===== src/hdl/lcdPkg.sv =====
package lcdPkg;

    ////////////////////////////////////////
    // widths
    ////////////////////////////////////////
    localparam int NIBBLE_W   = 4;
    localparam int CHAR_W     = 8;
    localparam int LINE_CHARS = 16;
    localparam int LINE_W     = LINE_CHARS * CHAR_W;
    localparam int CHAR_IDX_W = 5;
    localparam int LINE_IDX_W = 4;

    // clocks per bus step, 1 ms at 100 MHz
    localparam int STEP_CYCLES_DEFAULT = 100000;

    ////////////////////////////////////////
    // power-up and command codes
    ////////////////////////////////////////
    localparam logic [NIBBLE_W-1:0] INIT_NIBBLE_A = 4'h3;
    localparam logic [NIBBLE_W-1:0] INIT_NIBBLE_B = 4'h2;
    localparam int INIT_NIBBLES = 4;
    localparam int CONFIG_CMDS  = 4;

    localparam logic [CHAR_W-1:0] CMD_FUNCTION_SET = 8'h28;
    localparam logic [CHAR_W-1:0] CMD_ENTRY_MODE   = 8'h06;
    localparam logic [CHAR_W-1:0] CMD_DISPLAY_ON   = 8'h0C;
    localparam logic [CHAR_W-1:0] CMD_CLEAR        = 8'h01;
    localparam logic [CHAR_W-1:0] CMD_LINE_A_ADDR  = 8'h80;
    localparam logic [CHAR_W-1:0] CMD_LINE_B_ADDR  = 8'hC0;
    localparam logic [CHAR_W-1:0] BLANK_CHAR       = 8'h20;

    // sequencer phases
    localparam int PHASE_W = 3;
    localparam logic [PHASE_W-1:0] PH_INIT    = 3'd0;
    localparam logic [PHASE_W-1:0] PH_CONFIG  = 3'd1;
    localparam logic [PHASE_W-1:0] PH_ADDR_A  = 3'd2;
    localparam logic [PHASE_W-1:0] PH_CHARS_A = 3'd3;
    localparam logic [PHASE_W-1:0] PH_ADDR_B  = 3'd4;
    localparam logic [PHASE_W-1:0] PH_CHARS_B = 3'd5;

    // one bus byte, whole or as the two nibbles sent high first
    typedef union packed {
        logic [CHAR_W-1:0] whole;
        struct packed {
            logic [NIBBLE_W-1:0] hi;
            logic [NIBBLE_W-1:0] lo;
        } nib;
    } lcdByte_u;

endpackage


===== src/hdl/frameBuffer.sv =====
`timescale 1ns/10ps

module frameBuffer
    import lcdPkg::*;
(
    input  logic                  clk,
    input  logic                  rstN,
    input  logic [LINE_W-1:0]     lineA,
    input  logic [LINE_W-1:0]     lineB,
    input  logic                  frameValid,
    input  logic                  frameTake,
    input  logic [CHAR_IDX_W-1:0] charIndex,
    output logic                  frameReady,
    output logic [CHAR_W-1:0]     charCode
);

    logic [LINE_W-1:0] pendA;
    logic [LINE_W-1:0] pendB;
    logic              pendFull;
    logic [LINE_W-1:0] dispA;
    logic [LINE_W-1:0] dispB;

    assign frameReady = !pendFull;

    ////////////////////////////////////////
    // pending slot
    ////////////////////////////////////////
    always_ff @(posedge clk) begin
        if (frameValid && frameReady) begin
            pendA <= lineA;
            pendB <= lineB;
        end
    end

    always_ff @(posedge clk) begin
        if (!rstN) begin
            pendFull <= 1'b0;
        end else if (frameValid && frameReady) begin
            pendFull <= 1'b1;
        end else if (frameTake) begin
            pendFull <= 1'b0;
        end
    end

    // display slot, blank until the first frame
    always_ff @(posedge clk) begin
        if (!rstN) begin
            dispA <= {LINE_CHARS{BLANK_CHAR}};
            dispB <= {LINE_CHARS{BLANK_CHAR}};
        end else if (frameTake && pendFull) begin
            dispA <= pendA;
            dispB <= pendB;
        end
    end

    // leftmost char sits in the top byte
    always_comb begin
        logic [LINE_W-1:0]     line;
        logic [LINE_IDX_W-1:0] pos;
        line = charIndex[CHAR_IDX_W-1] ? dispB : dispA;
        pos = charIndex[LINE_IDX_W-1:0];
        charCode = line[(LINE_CHARS - 1 - pos) * CHAR_W +: CHAR_W];
    end

endmodule


===== src/hdl/lcdDriver.sv =====
`timescale 1ns/10ps

module lcdDriver
    import lcdPkg::*;
#(
    parameter int stepCycles = STEP_CYCLES_DEFAULT
) (
    input  logic                clk,
    input  logic                rstN,
    input  logic [LINE_W-1:0]   lineA,
    input  logic [LINE_W-1:0]   lineB,
    input  logic                frameValid,
    output logic                frameReady,
    output logic                lcdE,
    output logic                lcdRs,
    output logic [NIBBLE_W-1:0] lcdData
);

    logic                  stepTick;
    logic                  frameTake;
    logic [CHAR_IDX_W-1:0] charIndex;
    logic [CHAR_W-1:0]     charCode;
    logic                  byteValid;
    logic                  byteReady;
    lcdByte_u              byteData;
    logic                  byteIsChar;
    logic                  nibbleOnly;

    stepTimer #(
        .stepCycles(stepCycles)
    ) i_stepTimer (
        .clk     (clk),
        .rstN    (rstN),
        .stepTick(stepTick)
    );

    frameBuffer i_frameBuffer (
        .clk       (clk),
        .rstN      (rstN),
        .lineA     (lineA),
        .lineB     (lineB),
        .frameValid(frameValid),
        .frameTake (frameTake),
        .charIndex (charIndex),
        .frameReady(frameReady),
        .charCode  (charCode)
    );

    lcdSequencer i_lcdSequencer (
        .clk       (clk),
        .rstN      (rstN),
        .byteReady (byteReady),
        .charCode  (charCode),
        .byteValid (byteValid),
        .byteData  (byteData),
        .byteIsChar(byteIsChar),
        .nibbleOnly(nibbleOnly),
        .frameTake (frameTake),
        .charIndex (charIndex)
    );

    nibbleWriter i_nibbleWriter (
        .clk       (clk),
        .rstN      (rstN),
        .stepTick  (stepTick),
        .byteValid (byteValid),
        .byteData  (byteData),
        .byteIsChar(byteIsChar),
        .nibbleOnly(nibbleOnly),
        .byteReady (byteReady),
        .lcdE      (lcdE),
        .lcdRs     (lcdRs),
        .lcdData   (lcdData)
    );

endmodule


===== src/hdl/lcdSequencer.sv =====
`timescale 1ns/10ps

module lcdSequencer
    import lcdPkg::*;
(
    input  logic                  clk,
    input  logic                  rstN,
    input  logic                  byteReady,
    input  logic [CHAR_W-1:0]     charCode,
    output logic                  byteValid,
    output lcdByte_u              byteData,
    output logic                  byteIsChar,
    output logic                  nibbleOnly,
    output logic                  frameTake,
    output logic [CHAR_IDX_W-1:0] charIndex
);

    logic [PHASE_W-1:0]    phase;
    logic [PHASE_W-1:0]    nextPhase;
    logic [LINE_IDX_W-1:0] itemCnt;
    logic                  lastItem;
    logic                  accept;

    assign accept = byteValid && byteReady;

    // line B chars live in the upper half of the index space
    assign charIndex = {(phase == PH_CHARS_B), itemCnt};

    ////////////////////////////////////////
    // phase order
    ////////////////////////////////////////
    always_comb begin
        lastItem = 1'b1;
        nextPhase = PH_ADDR_A;
        case (phase)
            PH_INIT: begin
                lastItem = (itemCnt == LINE_IDX_W'(INIT_NIBBLES - 1));
                nextPhase = PH_CONFIG;
            end
            PH_CONFIG: begin
                lastItem = (itemCnt == LINE_IDX_W'(CONFIG_CMDS - 1));
                nextPhase = PH_ADDR_A;
            end
            PH_ADDR_A: begin
                nextPhase = PH_CHARS_A;
            end
            PH_CHARS_A: begin
                lastItem = (itemCnt == LINE_IDX_W'(LINE_CHARS - 1));
                nextPhase = PH_ADDR_B;
            end
            PH_ADDR_B: begin
                nextPhase = PH_CHARS_B;
            end
            default: begin
                // end of line B wraps back to a fresh refresh
                lastItem = (itemCnt == LINE_IDX_W'(LINE_CHARS - 1));
                nextPhase = PH_ADDR_A;
            end
        endcase
    end

    ////////////////////////////////////////
    // byte request
    ////////////////////////////////////////
    always_comb begin
        byteData.whole = '0;
        byteIsChar = 1'b0;
        nibbleOnly = 1'b0;
        case (phase)
            PH_INIT: begin
                nibbleOnly = 1'b1;
                byteData.nib.hi = lastItem ? INIT_NIBBLE_B : INIT_NIBBLE_A;
                byteData.nib.lo = '0;
            end
            PH_CONFIG: begin
                case (itemCnt)
                    4'd0:    byteData.whole = CMD_FUNCTION_SET;
                    4'd1:    byteData.whole = CMD_ENTRY_MODE;
                    4'd2:    byteData.whole = CMD_DISPLAY_ON;
                    default: byteData.whole = CMD_CLEAR;
                endcase
            end
            PH_ADDR_A: begin
                byteData.whole = CMD_LINE_A_ADDR;
            end
            PH_ADDR_B: begin
                byteData.whole = CMD_LINE_B_ADDR;
            end
            default: begin
                byteIsChar = 1'b1;
                byteData.whole = charCode;
            end
        endcase
    end

    // advance only on a transfer so the request holds under back-pressure
    always_ff @(posedge clk) begin
        if (!rstN) begin
            phase <= PH_INIT;
            itemCnt <= '0;
            byteValid <= 1'b0;
            frameTake <= 1'b0;
        end else begin
            byteValid <= 1'b1;
            frameTake <= 1'b0;
            if (accept) begin
                if (lastItem) begin
                    phase <= nextPhase;
                    itemCnt <= '0;
                    frameTake <= (nextPhase == PH_ADDR_A);
                end else begin
                    itemCnt <= itemCnt + 1'b1;
                end
            end
        end
    end

endmodule


===== src/hdl/nibbleWriter.sv =====
`timescale 1ns/10ps

module nibbleWriter
    import lcdPkg::*;
(
    input  logic                clk,
    input  logic                rstN,
    input  logic                stepTick,
    input  logic                byteValid,
    input  lcdByte_u            byteData,
    input  logic                byteIsChar,
    input  logic                nibbleOnly,
    output logic                byteReady,
    output logic                lcdE,
    output logic                lcdRs,
    output logic [NIBBLE_W-1:0] lcdData
);

    lcdByte_u   dataQ;
    logic       rsQ;
    logic       onlyQ;
    logic       busy;
    logic       lowNib;
    logic [1:0] stepCnt;

    assign byteReady = !busy;

    // unit latch
    always_ff @(posedge clk) begin
        if (byteValid && byteReady) begin
            dataQ <= byteData;
            rsQ <= byteIsChar;
            onlyQ <= nibbleOnly;
        end
    end

    ////////////////////////////////////////
    // three steps per nibble, high first
    ////////////////////////////////////////
    always_ff @(posedge clk) begin
        if (!rstN) begin
            busy <= 1'b0;
            lowNib <= 1'b0;
            stepCnt <= 2'd0;
            lcdE <= 1'b0;
            lcdRs <= 1'b0;
            lcdData <= '0;
        end else if (!busy) begin
            if (byteValid) begin
                busy <= 1'b1;
                lowNib <= 1'b0;
                stepCnt <= 2'd0;
            end
        end else if (stepTick) begin
            case (stepCnt)
                2'd0: begin
                    lcdE <= 1'b0;
                    stepCnt <= 2'd1;
                end
                2'd1: begin
                    lcdRs <= rsQ;
                    lcdData <= lowNib ? dataQ.nib.lo : dataQ.nib.hi;
                    stepCnt <= 2'd2;
                end
                default: begin
                    // E rises and stays up until the next unit starts
                    lcdE <= 1'b1;
                    stepCnt <= 2'd0;
                    if (lowNib || onlyQ) begin
                        busy <= 1'b0;
                    end else begin
                        lowNib <= 1'b1;
                    end
                end
            endcase
        end
    end

endmodule


===== src/hdl/stepTimer.sv =====
`timescale 1ns/10ps

module stepTimer
    import lcdPkg::*;
#(
    parameter int stepCycles = STEP_CYCLES_DEFAULT
) (
    input  logic clk,
    input  logic rstN,
    output logic stepTick
);

    localparam int CNT_W = (stepCycles > 1) ? $clog2(stepCycles) : 1;

    logic [CNT_W-1:0] count;

    // down-counter, tick on expiry
    always_ff @(posedge clk) begin
        if (!rstN) begin
            count <= CNT_W'(stepCycles - 1);
        end else if (count == '0) begin
            count <= CNT_W'(stepCycles - 1);
        end else begin
            count <= count - 1'b1;
        end
    end

    assign stepTick = (count == '0);

endmodule


===== config.mk =====
export PLATFORM = sky130hd
export DESIGN_NAME = lcdDriver
export DESIGN_NICKNAME = d
export VERILOG_FILES = /design/src/hdl/lcdPkg.sv /design/src/hdl/frameBuffer.sv /design/src/hdl/lcdDriver.sv /design/src/hdl/lcdSequencer.sv /design/src/hdl/nibbleWriter.sv /design/src/hdl/stepTimer.sv
export SDC_FILE = /design/constraint.sdc
export NUM_CORES = 1
export LEC_CHECK = 0
export BUFFER_PORTS_ARGS = -buffer_cell sky130_fd_sc_hd__buf_2
export CAP_MARGIN = 20
export CORE_MARGIN = 1.5
export CORE_UTILIZATION = 50
export DETAILED_ROUTE_END_ITERATION = 10
export PLACE_DENSITY_LB_ADDON = 0.15
export SKIP_CTS_REPAIR_TIMING = 1
export SYNTH_ARGS = -nofsm -noshare
export SYNTH_HDL_FRONTEND = slang
export SYNTH_SLANG_ARGS = --single-unit

===== constraint.sdc =====
create_clock -name clk -period 30.5 [get_ports clk]
set_input_delay 1.525 -clock clk [delete_from_list [all_inputs] [get_ports clk]]
set_output_delay 1.525 -clock clk [all_outputs]
set_load 0.01 [all_outputs]

-- Yosys cells after proc, flatten, opt, wreduce, memory -nomap -nowiden
Cells that the tools add are included.
- register bits: 559
- input port bits: 259
- output and inout port bits: 7
- logic and storage cells: 90
- add/sub/neg operators: 3
- equal/unequal tests: 14
- shifts and indexed selects: 1
- multiplexer cells: 28
- bitwise logic cells: 2
- reductions and logical operators: 23
- operators by type and width (operator ; count):
    2-to-1 mux 128 bit ; 1
    indexed part select 128 x 33 -> 8 bit ; 1
    one-hot mux 8 bit (4 select lines) ; 1
    one-hot mux 6 bit (3 select lines) ; 1
    zero test 17 bit ; 1
    subtractor 17 x 1 -> 17 bit (second input constant) ; 1
    2-to-1 mux 1 bit ; 16
    one-hot mux 3 bit (4 select lines) ; 1
    equality test 3 x 2 -> 1 bit (second input constant) ; 3
    AND reduction 3 bit ; 3
    equality test 4 x 2 -> 1 bit (second input constant) ; 2
    2-to-1 mux 4 bit ; 2
    OR reduction 2 bit ; 4
    equality test 3 bit (second input constant) ; 2
    2-to-1 mux 2 bit ; 3
    subtractor 4 x 4 -> 5 bit (first input constant) ; 1
    adder 4 x 1 -> 4 bit (second input constant) ; 1
    equality test 4 x 1 -> 1 bit (second input constant) ; 1
    equality test 4 bit (second input constant) ; 1
    zero test 4 bit ; 1
    inequality test 2 bit (second input constant) ; 2
    one-hot mux 1 bit (2 select lines) ; 2
    one-hot mux 2 bit (2 select lines) ; 1
    AND reduction 2 bit ; 2
    other kinds (12) ; 17

-- Depth between registers and ports, before layout
- depth after elaboration: 5
- mapped depth: 9
- mapped depth without buffers: 7

-- Hierarchy
Synthesis repeated with hierarchy kept, for this count alone.
- cells, all modules: 1705
- area total of the unflattened synthesis: 21171.6 µm²
- modules (own cells, without submodules) (module ; instances ; cells each ; area an instance (µm²)):
    frameBuffer ; 1 ; 1479 ; 18959.4
    stepTimer ; 1 ; 77 ; 784.5
    nibbleWriter ; 1 ; 59 ; 773.2
    lcdSequencer ; 1 ; 90 ; 654.4

-- Worst setup path before layout
No wires, ideal clock.
- path kind: input -> register
- from: input frameValid
- to: register i_frameBuffer.pendA[0], enable pin
- setup time: 909 ps
- arrival time: 12541 ps
- data required time: 29591 ps
- path slack: 17050 ps
- cell stages on the path: 1
- buffers on the path: 0
- cell sequence: nor2b_1
- longest elaborated chain between the ends: 1
- ends and longest elaborated chain (element ; RTL line ; RTL):
    start: declaration ; lcdDriver.sv:12 ; input logic frameValid,
    logical AND 1 bit ; frameBuffer.sv:29 ; if (frameValid && frameReady) begin
    end signal: assignment ; frameBuffer.sv:30 ; pendA <= lineA;
    end: declaration ; frameBuffer.sv:17 ; logic [LINE_W-1:0] pendA;
No other way between the ends.
A chain may end at the register's enable or synchronous reset.

==> flow_summary.json <==
{
  "cts_tree": "done",
  "track_usage_pct": 22.3,
  "clkTransAtPathRegs_ns": 0.06,
  "path_max_fanout": 34,
  "start_util_pct": 50.5,
  "critPathRequiredTime_ns": 30.84,
  "syn_inst": 1787,
  "grt.overflow.total": 0,
  "dp_slack_ns": 26.64,
  "die_y_um": 208,
  "dieArea_mm2": 0.0434,
  "post-synth-top-count-cell": "nand2_1",
  "wl_per_cell_um": 18.7,
  "grt_antenna_before_repair": 2,
  "fmax_mhz": 300,
  "synth.top_cells.by_count": "553 x nand2_1, 293 x dfxtp_1, 266 x edfxtp_1",
  "io_pins": 266,
  "drc": 0,
  "cts_buffers": 56,
  "path_class": "reg2reg",
  "startpoint_type": "flip-flop",
  "avgSynthCellArea_um2": 11.8,
  "yosys_warnings": 0,
  "slew_headroom_pct": 32.0,
  "vias": 13805,
  "insertion_delay_ns": 0.60,
  "crit_path_end_kind": "flip-flop",
  "clock_sinks": 559,
  "synth_top_area_share_pct": 37.9,
  "p_leak_nw": 8.85,
  "ir_drop_mv": 0.0459,
  "ys_seq_area_share_pct": 65.7,
  "synth_edf_count": 266,
  "hpwl_um": 31200,
  "gp_congestion": 0.829,
  "placed_area_mm2": 0.0228,
  "grt_pass1_vias": 13762,
  "worst_pin_slew_ns": 1.02,
  "period_share_pct": 10.9,
  "viasPerCell": 5.32,
  "post-route-worst-setup-slack_ns": 27.17,
  "crit_arrival_ns": 3.67,
  "period_needed_ns": 3.33,
  "synth_ff_type": "dfxtp_1",
  "fin_nets": 2274,
  "synth-seq-cells": 559,
  "grt_max_degree": 144,
  "p_per_area_mw_per_mm2": 63.7,
  "io_buffer_count": 265,
  "status": "complete, no violations",
  "clockBufferDepth": 3,
  "synthDistinctLibCells": 57,
  "first_iter_violations": 1079,
  "synth_area_mm2": 0.0211,
  "synth.top_cells.by_area": "edfxtp_1 38%, dfxtp_1 28%, nand2_1 9.8%",
  "drv_cap": 0,
  "yosysTopAreaCell": "edfxtp_1",
  "drt-total-wl_um": 48500,
  "min-delay-path-class": "reg2reg",
  "core_area_mm2": 0.0418,
  "finalSetupTns_ns": 0,
  "area_delta_synth_final_pct": 17.2,
  "synth_nets": 2052,
  "rsz0062_at_grt": "no",
  "stdcell_area_mm2": 0.0247,
  "synth-async-reset-ratio_pct": 0,
  "finalSetupViolCount": 0,
  "final_util_pct": 59.2,
  "drive_gt1_share_pct": 21.7,
  "cts_root_buffer": "clkbuf_16",
  "ant_nets": 0,
  "grt_pass1_wl_um": 75500,
  "final-max-slew-violation-count": 0,
  "die_w_um": 208,
  "firstDrtPassIters": 5,
  "placementRows": 75,
  "report.final.hold_viol_count": 0,
  "finalClockSkew_ns": 0.0134,
  "htree_num_levels": 2
}
metrics by stage:
| step | instances | hold slack (ns) | power (mW) |
|---|---|---|---|
| 4_1_cts | 2594 | 0.398 | 1.59 |
| 5_1_grt | 2595 | 0.426 | 1.62 |
| 6_report | 2597 | 0.396 | 1.57 |
| 3_3_place_gp | 2489 | 0.381 | 0.887 |
| 2_1_floorplan | 1787 | 0.372 | 0.864 |
| 3_5_place_dp | 2489 | 0.384 | 0.887 |
worst paths after layout:
path	from	to	slack [ns]	cells past startpoint
max	i_lcdSequencer.phase[1]$_SDFFE_PN0P_	i_nibbleWriter.dataQ[6]$_DFFE_PP_	27.17	7
min	i_stepTimer.count[0]$_SDFF_PP1_	i_stepTimer.count[0]$_SDFF_PP1_	0.40	1
max reg2reg	i_lcdSequencer.phase[1]$_SDFFE_PN0P_	i_nibbleWriter.dataQ[6]$_DFFE_PP_	27.17	7
min reg2reg	i_stepTimer.count[0]$_SDFF_PP1_	i_stepTimer.count[0]$_SDFF_PP1_	0.40	1
worst max-delay path: stages, from the launching register on:
cell and delay (ns):
dfxtp_1 0.52, nand3b_1 0.66, buf_4 0.66, mux4_2 0.62, a22oi_1 0.19, nand4_1 0.16, o31ai_1 0.12, o22ai_1 0.11
power by group:
part           switching (mW)  leakage (nW)  internal (mW)
Combinational          0.0310          3.02         0.0224
Clock                   0.281         0.947          0.422
Sequential            0.00710          4.89          0.811
kinds of logic (layout without fill, tap and decap cells):
family,Yosys count,count (layout),share of synthesized area (%)
AO/OA/AOI/OAI,293,293,10.2
XOR/XNOR,11,11,0.457
adder cells (fa/ha/maj),6,6,0.356
buffers and inverters,123,392,2.28
flip-flops,559,559,65.7
multiplexers,73,73,7.00
other,0,2,0
AND/OR/NAND/NOR,722,722,14.0
registers in the layout, indices dropped and copies added, names as in the netlist, 2 cells and up:
register	count
i_lcdSequencer.itemCnt	4
i_nibbleWriter.dataQ	8
i_lcdSequencer.phase	3
i_frameBuffer.pendA	128
i_frameBuffer.dispB	128
i_nibbleWriter.lcdData	4
i_frameBuffer.pendB	128
i_nibbleWriter.stepCnt	2
i_frameBuffer.dispA	128
i_stepTimer.count	17
metal layers:
layer / track usage [%] / wire length [um]
met4: 8.68 / 1470
met5: 0 / 0
met2: 35.5 / 22400
met3: 3.70 / 2390
met1: 30.9 / 22300
cell type report:
class                      instances  area [um^2]
timing repair buffer             278         1460
tap                              539          674
clock buffer                      81         1640
clock inverter                    24          272
fill                            3389        17000
inverter                           9         36.3
multi-input combinational       1105         6770
sequential                       559        13900
antenna                            2         5.00
cell usage in the layout, fill, tap and decap left out, types with 7 or more instances in the layout:
cell type / n
o21ai_0: 22
o22ai_1: 9
nor3_1: 12
buf_2: 264
clkinv_2: 11
nor2b_1: 12
inv_1: 7
nor2_1: 54
mux4_2: 59
nand2_1: 552
dfxtp_1: 293
clkbuf_8: 10
buf_4: 11
a21boi_0: 231
xnor2_1: 7
nand3_1: 53
mux2i_1: 8
clkbuf_1: 13
clkbuf_16: 58
edfxtp_1: 266
Power figures use the tool's default switching activity.
